[config.mk]
export PLATFORM = sky130hd
export DESIGN_NAME = uartTop
export DESIGN_NICKNAME = d
export VERILOG_FILES = /design/src/hw/uartPkg.sv /design/src/hw/uartTop.sv /design/src/hw/rxFifo.sv /design/src/hw/uartTx.sv /design/src/hw/uartRx.sv
export SDC_FILE = /design/constraint.sdc
export NUM_CORES = 1
export LEC_CHECK = 0
export BUFFER_PORTS_ARGS = -buffer_cell sky130_fd_sc_hd__buf_2
export CELL_PAD_IN_SITES_DETAIL_PLACEMENT = 0
export CELL_PAD_IN_SITES_GLOBAL_PLACEMENT = 1
export CORE_MARGIN = 3
export CORE_UTILIZATION = 28
export DETAILED_ROUTE_END_ITERATION = 12
export PLACE_DENSITY_LB_ADDON = 0.1
export SYNTH_ARGS = -nofsm -noshare
export SYNTH_HDL_FRONTEND = slang
export SYNTH_SLANG_ARGS = --single-unit
[constraint.sdc]
create_clock -name iCLK -period 5.87 [get_ports iCLK]
set_input_delay 0.2935 -clock iCLK [delete_from_list [all_inputs] [get_ports iCLK]]
set_output_delay 0.2935 -clock iCLK [all_outputs]
set_load 0.02 [all_outputs]
[src/hw/uartPkg.sv]
package uartPkg;

	// ----------------------------------------
	// baud timing
	// ----------------------------------------
	localparam int BaudDiv = 16;                 // clocks per serial bit
	localparam int BaudCntW = $clog2(BaudDiv);   // holds 0 .. BaudDiv-1

	// ----------------------------------------
	// receive FIFO sizing
	// ----------------------------------------
	localparam int FifoDepth = 8;                // power of two
	localparam int FifoAddrW = $clog2(FifoDepth);

	// data and counter vectors
	typedef logic [7:0] byteT;
	typedef logic [BaudCntW-1:0] baudCntT;
	typedef logic [3:0] bitCntT;                 // bit index within a frame
	typedef logic [FifoAddrW:0] fifoPtrT;        // top bit flips on wrap

	// receiver sequencing
	typedef enum logic [1:0] {
		rxIdle,      // waiting for start edge
		rxCenter,    // walking to middle of start bit
		rxData,      // eight data samples
		rxStop       // stop bit sample
	} rxStateT;

	// transmitter sequencing
	typedef enum logic [1:0] {
		txIdle,
		txStart,
		txData,
		txStop
	} txStateT;

endpackage
[src/hw/uartTop.sv]
module uartTop
(
	input logic iCLK,
	input logic iRST,
	input logic rxd,                    // serial in
	input logic rdStrobe,               // host pops one byte
	input logic sendStrobe,             // host starts a frame
	input uartPkg::byteT sendData,
	output logic txd,                   // serial out
	output logic rxThru,                // debug copy of rxd
	output uartPkg::byteT rdData,
	output logic rxEmpty,
	output logic rxFull,
	output logic rxOverflow,
	output logic frameErr,
	output logic txBusy
);

	uartPkg::byteT rxByte;              // decoder to FIFO
	logic rxValid;

	// ----------------------------------------
	// receive path
	// ----------------------------------------
	uartRx rxInst
	(
		.iCLK(iCLK),
		.iRST(iRST),
		.rxd(rxd),
		.rxByte(rxByte),
		.rxValid(rxValid),
		.frameErr(frameErr),            // straight to the pin
		.rxThru(rxThru)
	);

	rxFifo fifoInst
	(
		.iCLK(iCLK),
		.iRST(iRST),
		.push(rxValid),                 // good frames only
		.pushData(rxByte),
		.pop(rdStrobe),
		.popData(rdData),
		.empty(rxEmpty),
		.full(rxFull),
		.overflow(rxOverflow)
	);

	// ----------------------------------------
	// transmit path
	// ----------------------------------------
	uartTx txInst
	(
		.iCLK(iCLK),
		.iRST(iRST),
		.sendStrobe(sendStrobe),
		.sendData(sendData),
		.txd(txd),
		.busy(txBusy)
	);

endmodule

[src/hw/rxFifo.sv]
module rxFifo
(
	input logic iCLK,
	input logic iRST,
	input logic push,                   // write strobe
	input uartPkg::byteT pushData,
	input logic pop,                    // read strobe
	output uartPkg::byteT popData,      // oldest entry
	output logic empty,
	output logic full,
	output logic overflow               // sticky until reset
);

	uartPkg::byteT mem [uartPkg::FifoDepth];
	uartPkg::fifoPtrT wrPtr;
	uartPkg::fifoPtrT rdPtr;
	logic doPush;
	logic doPop;
	logic wrapDiff;                     // pointers on different laps
	logic addrSame;

	// ----------------------------------------
	// status from the pointers
	// ----------------------------------------
	assign wrapDiff = wrPtr[uartPkg::FifoAddrW] != rdPtr[uartPkg::FifoAddrW];
	assign addrSame = wrPtr[uartPkg::FifoAddrW-1:0] == rdPtr[uartPkg::FifoAddrW-1:0];
	assign empty = addrSame && !wrapDiff;
	assign full = addrSame && wrapDiff;

	assign doPush = push && !full;      // dropped when full
	assign doPop = pop && !empty;       // ignored when empty

	// ----------------------------------------
	// storage
	// ----------------------------------------
	always_ff @(posedge iCLK)
	begin
		if (doPush)
			mem[wrPtr[uartPkg::FifoAddrW-1:0]] <= pushData;
	end

	// show-ahead read port
	assign popData = mem[rdPtr[uartPkg::FifoAddrW-1:0]];

	// ----------------------------------------
	// pointers and overflow
	// ----------------------------------------
	always_ff @(posedge iCLK)
	begin
		if (iRST)
		begin
			wrPtr <= '0;
			rdPtr <= '0;
		end
		else
		begin
			if (doPush)
				wrPtr <= wrPtr + 1'b1;  // wrap bit rolls over naturally
			if (doPop)
				rdPtr <= rdPtr + 1'b1;
		end
	end

	always_ff @(posedge iCLK)
	begin
		if (iRST)
			overflow <= 1'b0;
		else if (push && full)
			overflow <= 1'b1;           // a byte was lost
	end

endmodule

[src/hw/uartTx.sv]
module uartTx
(
	input logic iCLK,
	input logic iRST,
	input logic sendStrobe,             // one-cycle request
	input uartPkg::byteT sendData,
	output logic txd,                   // serial pin, idles high
	output logic busy                   // high for the whole frame
);

	uartPkg::txStateT state;
	uartPkg::baudCntT baudCnt;
	uartPkg::bitCntT bitCnt;
	uartPkg::byteT shiftReg;            // bit 0 is next on the line
	logic bitTick;
	logic accept;

	assign bitTick = (baudCnt == uartPkg::baudCntT'(uartPkg::BaudDiv - 1));
	// strobes during a frame are dropped
	assign accept = sendStrobe && !busy && (state == uartPkg::txIdle);

	// ----------------------------------------
	// frame sequencer
	// ----------------------------------------
	always_ff @(posedge iCLK)
	begin
		if (iRST)
		begin
			state <= uartPkg::txIdle;
			baudCnt <= '0;
			bitCnt <= '0;
		end
		else
		begin
			case (state)
				uartPkg::txIdle:
				begin
					baudCnt <= '0;
					bitCnt <= '0;
					if (accept)
						state <= uartPkg::txStart;
				end
				uartPkg::txStart:
				begin
					baudCnt <= bitTick ? '0 : baudCnt + 1'b1;
					if (bitTick)
						state <= uartPkg::txData;
				end
				uartPkg::txData:
				begin
					baudCnt <= bitTick ? '0 : baudCnt + 1'b1;
					if (bitTick)
					begin
						bitCnt <= bitCnt + 1'b1;
						if (bitCnt == uartPkg::bitCntT'(7))
							state <= uartPkg::txStop;  // all eight out
					end
				end
				uartPkg::txStop:
				begin
					baudCnt <= bitTick ? '0 : baudCnt + 1'b1;
					if (bitTick)
						state <= uartPkg::txIdle;
				end
				default:
					state <= uartPkg::txIdle;
			endcase
		end
	end

	// byte latch and lsb-first shifter
	always_ff @(posedge iCLK)
	begin
		if (accept)
			shiftReg <= sendData;
		else if (state == uartPkg::txData && bitTick)
			shiftReg <= shiftReg >> 1;
	end

	// ----------------------------------------
	// output stage, one cycle behind the state
	// ----------------------------------------
	always_ff @(posedge iCLK)
	begin
		if (iRST)
		begin
			txd <= 1'b1;
			busy <= 1'b0;
		end
		else
		begin
			busy <= (state != uartPkg::txIdle);
			case (state)
				uartPkg::txStart: txd <= 1'b0;         // start bit
				uartPkg::txData: txd <= shiftReg[0];
				default: txd <= 1'b1;                  // stop bit and idle
			endcase
		end
	end

endmodule

[src/hw/uartRx.sv]
module uartRx
(
	input logic iCLK,
	input logic iRST,
	input logic rxd,                    // raw serial pin
	output uartPkg::byteT rxByte,       // last assembled byte
	output logic rxValid,               // push pulse, good stop bit
	output logic frameErr,              // pulse, stop bit read low
	output logic rxThru                 // debug copy of the pin
);

	logic rxMeta;                       // first sync stage
	logic rxSync;                       // line as seen by the FSM
	uartPkg::rxStateT state;
	uartPkg::baudCntT baudCnt;
	uartPkg::bitCntT bitCnt;
	uartPkg::byteT shiftReg;            // first bit received ends up in bit 7
	logic centerHit;
	logic bitTick;

	// ----------------------------------------
	// debug thru copy
	// ----------------------------------------
	always_ff @(posedge iCLK)
	begin
		rxThru <= rxd;                  // one flop, no sync
	end

	// ----------------------------------------
	// line synchronizer
	// ----------------------------------------
	always_ff @(posedge iCLK)
	begin
		if (iRST)
		begin
			rxMeta <= 1'b1;             // idle line level
			rxSync <= 1'b1;
		end
		else
		begin
			rxMeta <= rxd;
			rxSync <= rxMeta;
		end
	end

	// half a bit after the start was seen
	assign centerHit = (baudCnt == uartPkg::baudCntT'(uartPkg::BaudDiv / 2 - 1));
	// one full bit after the last sample
	assign bitTick = (baudCnt == uartPkg::baudCntT'(uartPkg::BaudDiv - 1));

	// ----------------------------------------
	// decoder FSM
	// ----------------------------------------
	always_ff @(posedge iCLK)
	begin
		if (iRST)
		begin
			state <= uartPkg::rxIdle;
			baudCnt <= '0;
			bitCnt <= '0;
			rxValid <= 1'b0;
			frameErr <= 1'b0;
		end
		else
		begin
			rxValid <= 1'b0;            // one-shot by default
			frameErr <= 1'b0;
			case (state)
				uartPkg::rxIdle:
				begin
					baudCnt <= '0;
					bitCnt <= '0;
					if (!rxSync)
						state <= uartPkg::rxCenter;   // low seen, start bit
				end
				uartPkg::rxCenter:
				begin
					if (centerHit)
					begin
						baudCnt <= '0;
						// high again at the center means a glitch
						state <= rxSync ? uartPkg::rxIdle : uartPkg::rxData;
					end
					else
						baudCnt <= baudCnt + 1'b1;
				end
				uartPkg::rxData:
				begin
					if (bitTick)
					begin
						baudCnt <= '0;
						bitCnt <= bitCnt + 1'b1;
						if (bitCnt == uartPkg::bitCntT'(7))
							state <= uartPkg::rxStop;  // eighth bit taken
					end
					else
						baudCnt <= baudCnt + 1'b1;
				end
				uartPkg::rxStop:
				begin
					if (bitTick)
					begin
						rxValid <= rxSync;            // stop high, byte good
						frameErr <= !rxSync;          // stop low, drop it
						state <= uartPkg::rxIdle;
					end
					else
						baudCnt <= baudCnt + 1'b1;
				end
				default:
					state <= uartPkg::rxIdle;
			endcase
		end
	end

	// ----------------------------------------
	// data capture
	// ----------------------------------------
	always_ff @(posedge iCLK)
	begin
		if (state == uartPkg::rxData && bitTick)
			shiftReg <= {shiftReg[6:0], rxSync};   // msb-first shift
	end

	// line carries lsb first, so swap the bit order
	always_comb
	begin
		for (int i = 0; i < 8; i++)
		begin
			rxByte[i] = shiftReg[7 - i];
		end
	end

endmodule

Word level (Yosys, flattened, before mapping)
Memory sizes are Yosys's and may differ from the RTL's. A register that Yosys moved wholly into a read port is not among the register bits.
Index checks and enable logic that the tools add are counted.

word-level totals
  register bits after elaboration = 52
  bits in latches = 0
  memory bits (writable) = 64
  ROM bits = 0
  input port bits = 13
  output and inout bits = 15
  logic and storage cells = 107
  memories kept = 1

memory list
  name          words  width  rd ports  clocked after Yosys merged registers in  wr ports  line          source
  fifoInst.mem  8      8      1         1                                        1         rxFifo.sv:14  uartPkg::byteT mem [uartPkg::FifoDepth];

cells by class
  add/subtract/negate cells = 6
  multipliers = 0
  divide/modulo/power cells = 0
  order comparisons = 0
  equality and inequality tests = 24
  shifts and indexed selects = 0
  muxes and demuxes = 30
  bitwise gates (word level) = 2
  reduce and logical (&&, ||, !) cells = 26

operator list
  kind                   count
  $add A4 B1 Y4 const B  6
  $mux W4                6
  $pmux W4 S2            3
  $mux W2                11
  $ne A2 B1 Y1 const B   9
  $mux W8                2
  $pmux W2 S4            2
  $pmux W4 S4            1
  $eq A4 B3 Y1 const B   3
  $reduce_and A5 Y1      2
  $logic_and A1 B1 Y1    9
  $eq A2 B2 Y1 const B   4
  $eq A4 B4 Y1 const B   2
  $reduce_bool A2 Y1     4
  $mux W3                2
  $reduce_or A3 Y1       2
  $logic_not A1 Y1       5
  $eq A2 B1 Y1 const B   2
  $logic_not A2 Y1       2
  $ne A2 B2 Y1 const B   2
  $reduce_and A2 Y1      2
  $eq A3 B3 Y1           1
  $mux W1                2
  $not A1 Y1             2
  2 further kinds        2

Logic depth before layout (Yosys ltp)
Gate-level depths: netlist of run 1.

  depth in word-level cells = 7
  depth in mapped cells = 7
  mapped depth without buffers = 6

Cells and area by module
From an unflattened synthesis of run 1, not the netlist that was laid out.

second synthesis, totals
  cell total of the unflattened synthesis = 342
  area, all modules = 5,002.3 um^2

by module, submodules not included
  module  times used  cells each  area each (um^2)  seq. area each (um^2)
  rxFifo  1           166         3,081.7           2,162.1
  uartRx  1           91          984.7             540.5
  uartTx  1           85          935.9             480.5

Worst setup path before layout of run 1
Ideal clock, no wire load.

  path kind = register to register
  start point = register fifoInst.wrPtr[0]
  end point = memory fifoInst.mem[2][0] (netlist name) (enable)
  library setup time = 0.398 ns
  arrival time = 2.019 ns
  data required time = 5.472 ns
  path slack = 3.454 ns
  stages on the path, launching flop included = 5
  path buffers = 1
  period minus slack after synthesis = 2.416 ns
  path through = dfxtp_1 buf_6 xor2_1 nor4_2 nor4b_1

on the way
  longest elaborated chain between the ends = 6

RTL lines
  element                        line           source
  start: declaration             rxFifo.sv:15   uartPkg::fifoPtrT wrPtr;
  start signal: assignment       rxFifo.sv:58   wrPtr <= wrPtr + 1'b1;
  $eq A3 B3 Y1                   rxFifo.sv:26   assign addrSame = wrPtr[uartPkg::FifoAddrW-1:0] == rdPtr[uartPkg::FifoAddrW-1:0];
  $logic_and A1 B1 Y1            rxFifo.sv:28   assign full = addrSame && wrapDiff;
  via rxFull                     uartTop.sv:13  output logic rxFull,
  $logic_not A1 Y1               rxFifo.sv:30   assign doPush = push && !full;
  $logic_and A1 B1 Y1            rxFifo.sv:30
  $mux W1                        rxFifo.sv:38   if (doPush)
  $mux W1 (not written as such)  rxFifo.sv:39   mem[wrPtr[uartPkg::FifoAddrW-1:0]] <= pushData;
  end: declaration               rxFifo.sv:14

The timed path passes the listed nets, and every way through them passes these cells.

Worst setup path in the final report of run 1
  start point = register fifoInst.wrPtr[0]
  end point = memory fifoInst.mem[1][2] (netlist name) (enable)

on the way
  longest elaborated chain between the ends = 6

RTL lines
  element                        line
  $eq A3 B3 Y1                   rxFifo.sv:26
  $logic_and A1 B1 Y1            rxFifo.sv:28
  $logic_not A1 Y1               rxFifo.sv:30
  $logic_and A1 B1 Y1            rxFifo.sv:30
  $mux W1                        rxFifo.sv:38
  $mux W1 (not written as such)  rxFifo.sv:39

Several ways; a longest one is shown, not always the timed one.

==> results of run 1 <==
==> logic make-up (layout without fill, tap and decap cells) <==
family                     Yosys count  after routing  synth area share
DFF                                119            119             0.648
muxes                               34             34             0.114
and+or+nand+nor                     96             96             0.103
buffers and inverters               24             72            0.0219
adders and majority gates           11             11            0.0280
xor gates and xnor gates             9              9            0.0199
AOI/OAI and AO/OA                   48             48            0.0642
==> state kept, by name (all words and copies together), names as in the netlist, 2 cells and up, named ones only <==
register / count
fifoInst.wrPtr: 4
txInst.shiftReg: 8
rxInst.shiftReg: 8
txInst.baudCnt: 4
fifoInst.rdPtr: 4
txInst.state: 2
rxInst.baudCnt: 4
fifoInst.mem: 64
txInst.bitCnt: 4
rxInst.bitCnt: 4
==> layout by cell type (no fill, tap or decap), drive strengths merged, types with 14 or more instances in the layout <==
master  Yosys  final
a21oi      15     15
buf         6     31
clkbuf     10     19
dfxtp      39     39
edfxtp     80     80
mux2       15     15
mux4       16     16
nand2      14     14
nor2       21     21
==> final timing paths <==
check,to,cells after the start
setup / recovery,fifoInst.mem[1][2],4
hold / removal,txInst.shiftReg[2],2
setup reg to reg,fifoInst.mem[1][2],4
hold reg to reg,rxInst.rxSync,1
==> stage by stage <==
step,power [mW],instance area (sq um),hold slack (ns),worst slack [ns]
2_1_floorplan,1.10,4910,0.321,3.45
3_3_place_gp,1.15,5300,0.402,3.22
3_5_place_dp,1.15,5300,0.407,3.13
4_1_cts,2.19,5890,0.161,3.12
5_1_grt,2.26,5890,0.166,2.89
6_report,2.16,5890,0.181,3.21
==> layout make-up <==
type | count | area share
clock buffer | 19 | 0.0734
clock inverter | 13 | 0.0263
inverter | 8 | 0.00509
multi-input combinational | 198 | 0.279
sequential | 119 | 0.540
tap | 220 | 0.0467
timing repair buffer | 32 | 0.0297
==> cells in the mapped netlist, types with 2 or more instances <==
master / number
ha_1: 11
mux2i_1: 3
xor2_1: 6
nor2b_1: 3
nand4b_1: 2
a31oi_1: 5
dfxtp_1: 39
buf_2: 2
nor4b_1: 2
nand2b_1: 4
o22ai_1: 2
nor4_1: 4
a22oi_1: 2
nor3_1: 11
or3_1: 6
nand3b_1: 2
edfxtp_1: 80
nand2_1: 14
mux2_2: 15
o41ai_2: 2
inv_1: 8
or2_2: 3
o21ai_0: 11
buf_6: 2
a21oi_1: 15
nor2_1: 21
mux4_2: 16
nand4_1: 5
and2_1: 2
clkbuf_1: 10
a21o_1: 2
and3_1: 5
buf_1: 2
xnor2_1: 2
nand3_1: 10
==> worst register-to-register path: stages (launching register included) <==
cell     delay (ns)
dfxtp_1        0.59
xor2_1         0.43
or3_1          0.21
o21ai_0        0.10
nor3_1         0.94
==> report_power, final <==
part           switching, mW  total [mW]  internal, mW
sequential            0.0191       0.957         0.938
clock                  0.369        1.03         0.663
combinational         0.0994       0.173        0.0737
total                  0.487        2.16          1.67
==> metal layers <==
layer | vias to the layer above | part of all wire | wire length (um)
li1 | 1380 | - | -
met1 | 1395 | 0.43 | 4370
met2 | 47 | 0.52 | 5270
met3 | 11 | 0.036 | 361
met4 | 0 | 0.017 | 170
met5 | - | 0 | 0
==> results.md, run 1 <==
- CP delay by family, top: simple AND/OR/NAND/NOR gates
- Multi-input logic area: 1640 sq um
- Share of post-route cells with drive strength above 1: 0.260
- Async SR Flop Fraction: 0
- GP Congestion: 0.735
- Layout Nets: 400
- Overflow after GRT: 0
- Global-route wire length before repair: 16,300 um
- Routed vias: 2,833
- Dpl hpwl: 6670 um
- GR Layer Usage met2: 0.191
- Placed cells: 576
- CTS Buf Count: 17
- Register Area: 3180 sq um
- WL final: 10,200 um
- Sink Count: 119
- Final cycle utilization of the critical path: 0.454
- Synth Warn #: 0
- Die Height: 138 um
- Post-Syn Nets: 365
- Overall routing resource usage: 0.113
- Hold crit path type: input pin to register
- Drt pass-1 iters: 4
- Final Hold Fails: 0
- Critical path buffer and inverter count: 0
- Worst rel slew slack: 0.197
- Slew Limit Fails: 0
- Die Footprint: 19,200 sq um
- CTS tree: done
- Row cnt: 47
- Fin Setup TNS: 0 ns
- Count of input and output buffers: 27
- Period minus WS final: 2.66 ns
- Post-synthesis sequential area ratio: 0.648
- Fill cells: 1,636
- CP Max Fanout: 10
- Flops & latches, synth: 119
- RSZ-0062 raised after global routing: no
- Finished Layout Cells: 609
- Most common flop cell mapped by yosys: edfxtp_1
- Highest-delay cell along the critical path: nor3_1
- Max Cap Viol: 0
- Root buffer cell: clkbuf_16
- Post-CTS Setup Inserts: 0
- Crit path required time: 5.90 ns
- Hold_buf cts: 1
- Post-cts gate resize count: 0
- # DRC: 0
- Clock Tree Buf Depth: 2
- Final antenna-violating net count: 0
- Post-synth top area cell: edfxtp_1
- Critical path class: register to register
- CP Launch Point: fifoInst.wrPtr[0]
- R2r setup slk: 3.21 ns
- CP Capture Type: register
- Post-synth EDFFs: 80
- Mapped Cells: 341
- Synthesized area: 4910 sq um
- Vias in the first global route: 2,885
- Max stage delay on crit path: 0.94 ns
- Io pins: 28
- Clk_skew: 0.00570 ns
- Worst hold start: sendData[2]
- Final core occ: 0.349
- Clock transition at path regs: 0.05 ns
- VDD IR max: 0.213 mV
- Cell variety after synth: 47
- Slew @ Worst Pin: 1.19 ns
- Initial antenna violation count: 0
- Core Region: 16,900 sq um
- Leak: 2.02 nW
- CP Launch Type: register
- Vias per cell: 4.65
- Met3 Track Usage GR: 0.0352
- Post-synth top area share: 0.489
- Run status: finished clean
- Worst R2R Start: fifoInst.wrPtr[0]
- Top cells by area, synth: edfxtp_1 (49%), dfxtp_1 (16%), mux4_2 (7.3%)
- WL per Instance: 16.7 um
- Max H-tree Level: 4
- Largest net degree at the start of global routing: 36
- P&R area growth vs syn: 20.1%
- Most Crowded Layer GR: met2
- Initial drt markers: 139
- # diodes: 0
- Worst-skew pair later-pin latency: 0.41 ns
- Post-Syn Area per Cell: 14.4 sq um
- Critical-path cell list: xor2_1, or3_1, o21ai_0, nor3_1
- Pwr/cell area: 367 nW/um^2
- Setup-violating endpoint count in the final report: 0
- Starting density of the core: 0.291
- Arr. time, crit path: 2.69 ns
- Fmax: 375 MHz
- GR Layer Usage met1: 0.132
- Die width: 138 um
(Power assumes the default switching activity.)
==> inputs of run 2 (changes only) <==
==> constraint.sdc (replaced) <==
create_clock -name iCLK -period 2.33 [get_ports iCLK]
set_input_delay 0.1165 -clock iCLK [delete_from_list [all_inputs] [get_ports iCLK]]
set_output_delay 0.1165 -clock iCLK [all_outputs]
set_load 0.02 [all_outputs]
==> results.md, run 2 (same netlist as run 1, synthesis figures left out) <==
- Fill cells: 1,589 (-2.9%)
- Placed cells: 592 (+2.8%)
- Highest-delay cell along the critical path: mux4_2
- Total power: 5.62 mW (+160%)
- Routed vias: 2,897 (+2.3%)
- Slew Limit Fails: 0 (unchanged)
- Die Height: 138 um (unchanged)
- Max Cap Viol: 0 (unchanged)
- Run status: finished clean
- Worst-skew pair later-pin latency: 0.41 ns (about the same)
- Arr. time, crit path: 2.04 ns (-0.65 ns)
- CP Capture Type: primary output
- WL final: 9690 um (-4.7%)
- Row cnt: 47 (unchanged)
- WL per Instance: 15.4 um (-7.8%)
- P&R area growth vs syn: 24.3%
- Global-route wire length before repair: 15,600 um (-4.7%)
- Share of post-route cells with drive strength above 1: 0.296 (+0.0362)
- Period minus WS final: 2.16 ns
- Hold crit path type: input pin to register
- Finished Layout Cells: 629 (+3.3%)
- GP Congestion: 0.701 (-4.6%)
- Final antenna-violating net count: 0 (unchanged)
- Initial antenna violation count: 0 (unchanged)
- Core Region: 16,900 sq um (unchanged)
- Overflow after GRT: 0 (unchanged)
- Starting density of the core: 0.291 (unchanged)
- Count of input and output buffers: 27 (unchanged)
- Vias per cell: 4.61 (-0.99%)
- Crit path required time: 2.21 ns (-3.69 ns)
- Clk_skew: 0.00687 ns (+0.00116 ns)
- VDD IR max: 0.660 mV (+210%)
- CP Launch Type: register
- Worst rel slew slack: 0.203 (+0.00616)
- Largest register FFs: 64 (unchanged)
- Metal-1 WL: 4560 um (+4.5%)
- Pwr/cell area: 921 nW/um^2 (+150%)
- Final Hold Fails: 0 (unchanged)
- Layout Nets: 420 (+5.0%)
- Worst Slack Setup Final: 0.174 ns (-3.03 ns)
- RSZ-0062 raised after global routing: no
- Io pins: 28 (unchanged)
- # DRC: 0 (unchanged)
- Clock Tree Buf Depth: 2 (unchanged)
- Initial drt markers: 144 (+3.6%)
- CP delay by family, top: multiplexers
- Met3 wire len: 380 um (+5.3%)
- CP Max Fanout: 16 (+6)
- Clock transition at path regs: 0.05 ns (about the same)
- Final core occ: 0.362 (+0.0124)
- Largest net degree at the start of global routing: 36 (unchanged)
- Critical-path cell list: buf_4, mux4_2, mux2_2, buf_2
- Max stage delay on crit path: 0.58 ns (-0.36 ns)
- Overall routing resource usage: 0.105 (-0.00826)
- R2r setup slk: 0.34 ns (-2.87 ns)
- Slew @ Worst Pin: 1.18 ns (-0.0125 ns)
- Drt pass-1 iters: 4 (unchanged)
- Sink Count: 119 (unchanged)
- Critical path buffer and inverter count: 2 (+2)
- Dpl ws: 0.0264 ns (-3.10 ns)
- CTS tree: done
- Met2 wire len: 4610 um (-13%)
- Dpl hpwl: 6460 um (-3.2%)
- Critical path class: register to primary output
- Most common cell after layout, fill and taps aside: edfxtp_1
- Top routing layer used: met4
- Max H-tree Level: 4 (unchanged)
- Leak: 2.15 nW (+6.4%)
- Fmax: 464 MHz
- Die width: 138 um (unchanged)
- Hold WS: 0.0168 ns (-0.164 ns)
- Root buffer cell: clkbuf_16
- Commonest cells after routing, fill and taps aside: edfxtp_1 (80), dfxtp_1 (39), buf_2 (27)
- CTS Buf Count: 17 (unchanged)
- Die Footprint: 19,200 sq um (unchanged)
- Final cycle utilization of the critical path: 0.925
- Vias in the first global route: 2,899 (+0.49%)
- # diodes: 0 (unchanged)
- Setup-violating endpoint count in the final report: 0 (unchanged)
-- run 2: cell count changes in the layout (fill, tap and decap cells not counted) --
| cell | previous run | this run |
|---|---|---|
| bufinv_16 | 3 | 4 |
| nor3_1 | 11 | 9 |
| inv_6 | 1 | 4 |
| clkinvlp_4 | 4 | 1 |
| clkinv_4 | 1 | 3 |
| clkinv_1 | 2 | 1 |
| nor3_2 | 0 | 2 |
| buf_4 | 4 | 20 |
| dlygate4sd3_1 | 1 | 5 |
| clkinv_2 | 2 | 1 |
| clkbuf_1 | 2 | 1 |
-- run 2: per-stage QoR --
stage          area, sq um  setup TNS (ns)
5_1_grt               6100               0
6_report              6100               0
3_5_place_dp          5420               0
2_1_floorplan         4910           -1.38
4_1_cts               6090               0
3_3_place_gp          5420               0
-- run 2: where the power goes --
| part | switching (mW) | internal, mW | leakage [nW] |
|---|---|---|---|
| logic | 0.253 | 0.204 | 0.805 |
| clock network | 0.959 | 1.80 | 0.303 |
| registers | 0.0443 | 2.36 | 1.04 |
-- run 2: area by class of cell --
type                       count  area, sq um  area share
inverter                       8         30.0     0.00492
timing repair buffer          52          335      0.0549
multi-input combinational    198         1650       0.271
tap                          220          275      0.0451
clock buffer                  18          429      0.0703
clock inverter                14          198      0.0324
sequential                   119         3180       0.522
-- run 2: what timing repair did --
| action | CTS | global route |
|---|---|---|
| endpoints found under the hold margin | 6 | 0 |
| endpoints found under the setup margin | 0 | 8 |
| gates resized for setup | 0 | 2 |
| setup buffers | 0 | 0 |
| hold buffers | 5 | 0 |
-- run 2: routing by layer --
metal,up-vias,GRT usage
met2,43,0.161
met4,0,0.0437
met1,1415,0.134
li1,1428,-
met3,11,0.0376
met5,-,0
-- run 2: worst register-to-register path, stage by stage, from the launching register on --
cell and delay, ns:
dfxtp_1 0.33, inv_1 0.11, ha_1 0.18, inv_1 0.07, o21ai_0 0.92
-- run 2: final timing paths --
| kind | startpoint | endpoint | cells after the start |
|---|---|---|---|
| setup / recovery | register | rdData[5] | 4 |
| hold / removal | sendData[5] | txInst.shiftReg[5] | 2 |
| setup reg to reg | txInst.state[0] | txInst.shiftReg[2] | 4 |
| hold reg to reg | rxInst.rxMeta | rxInst.rxSync | 1 |
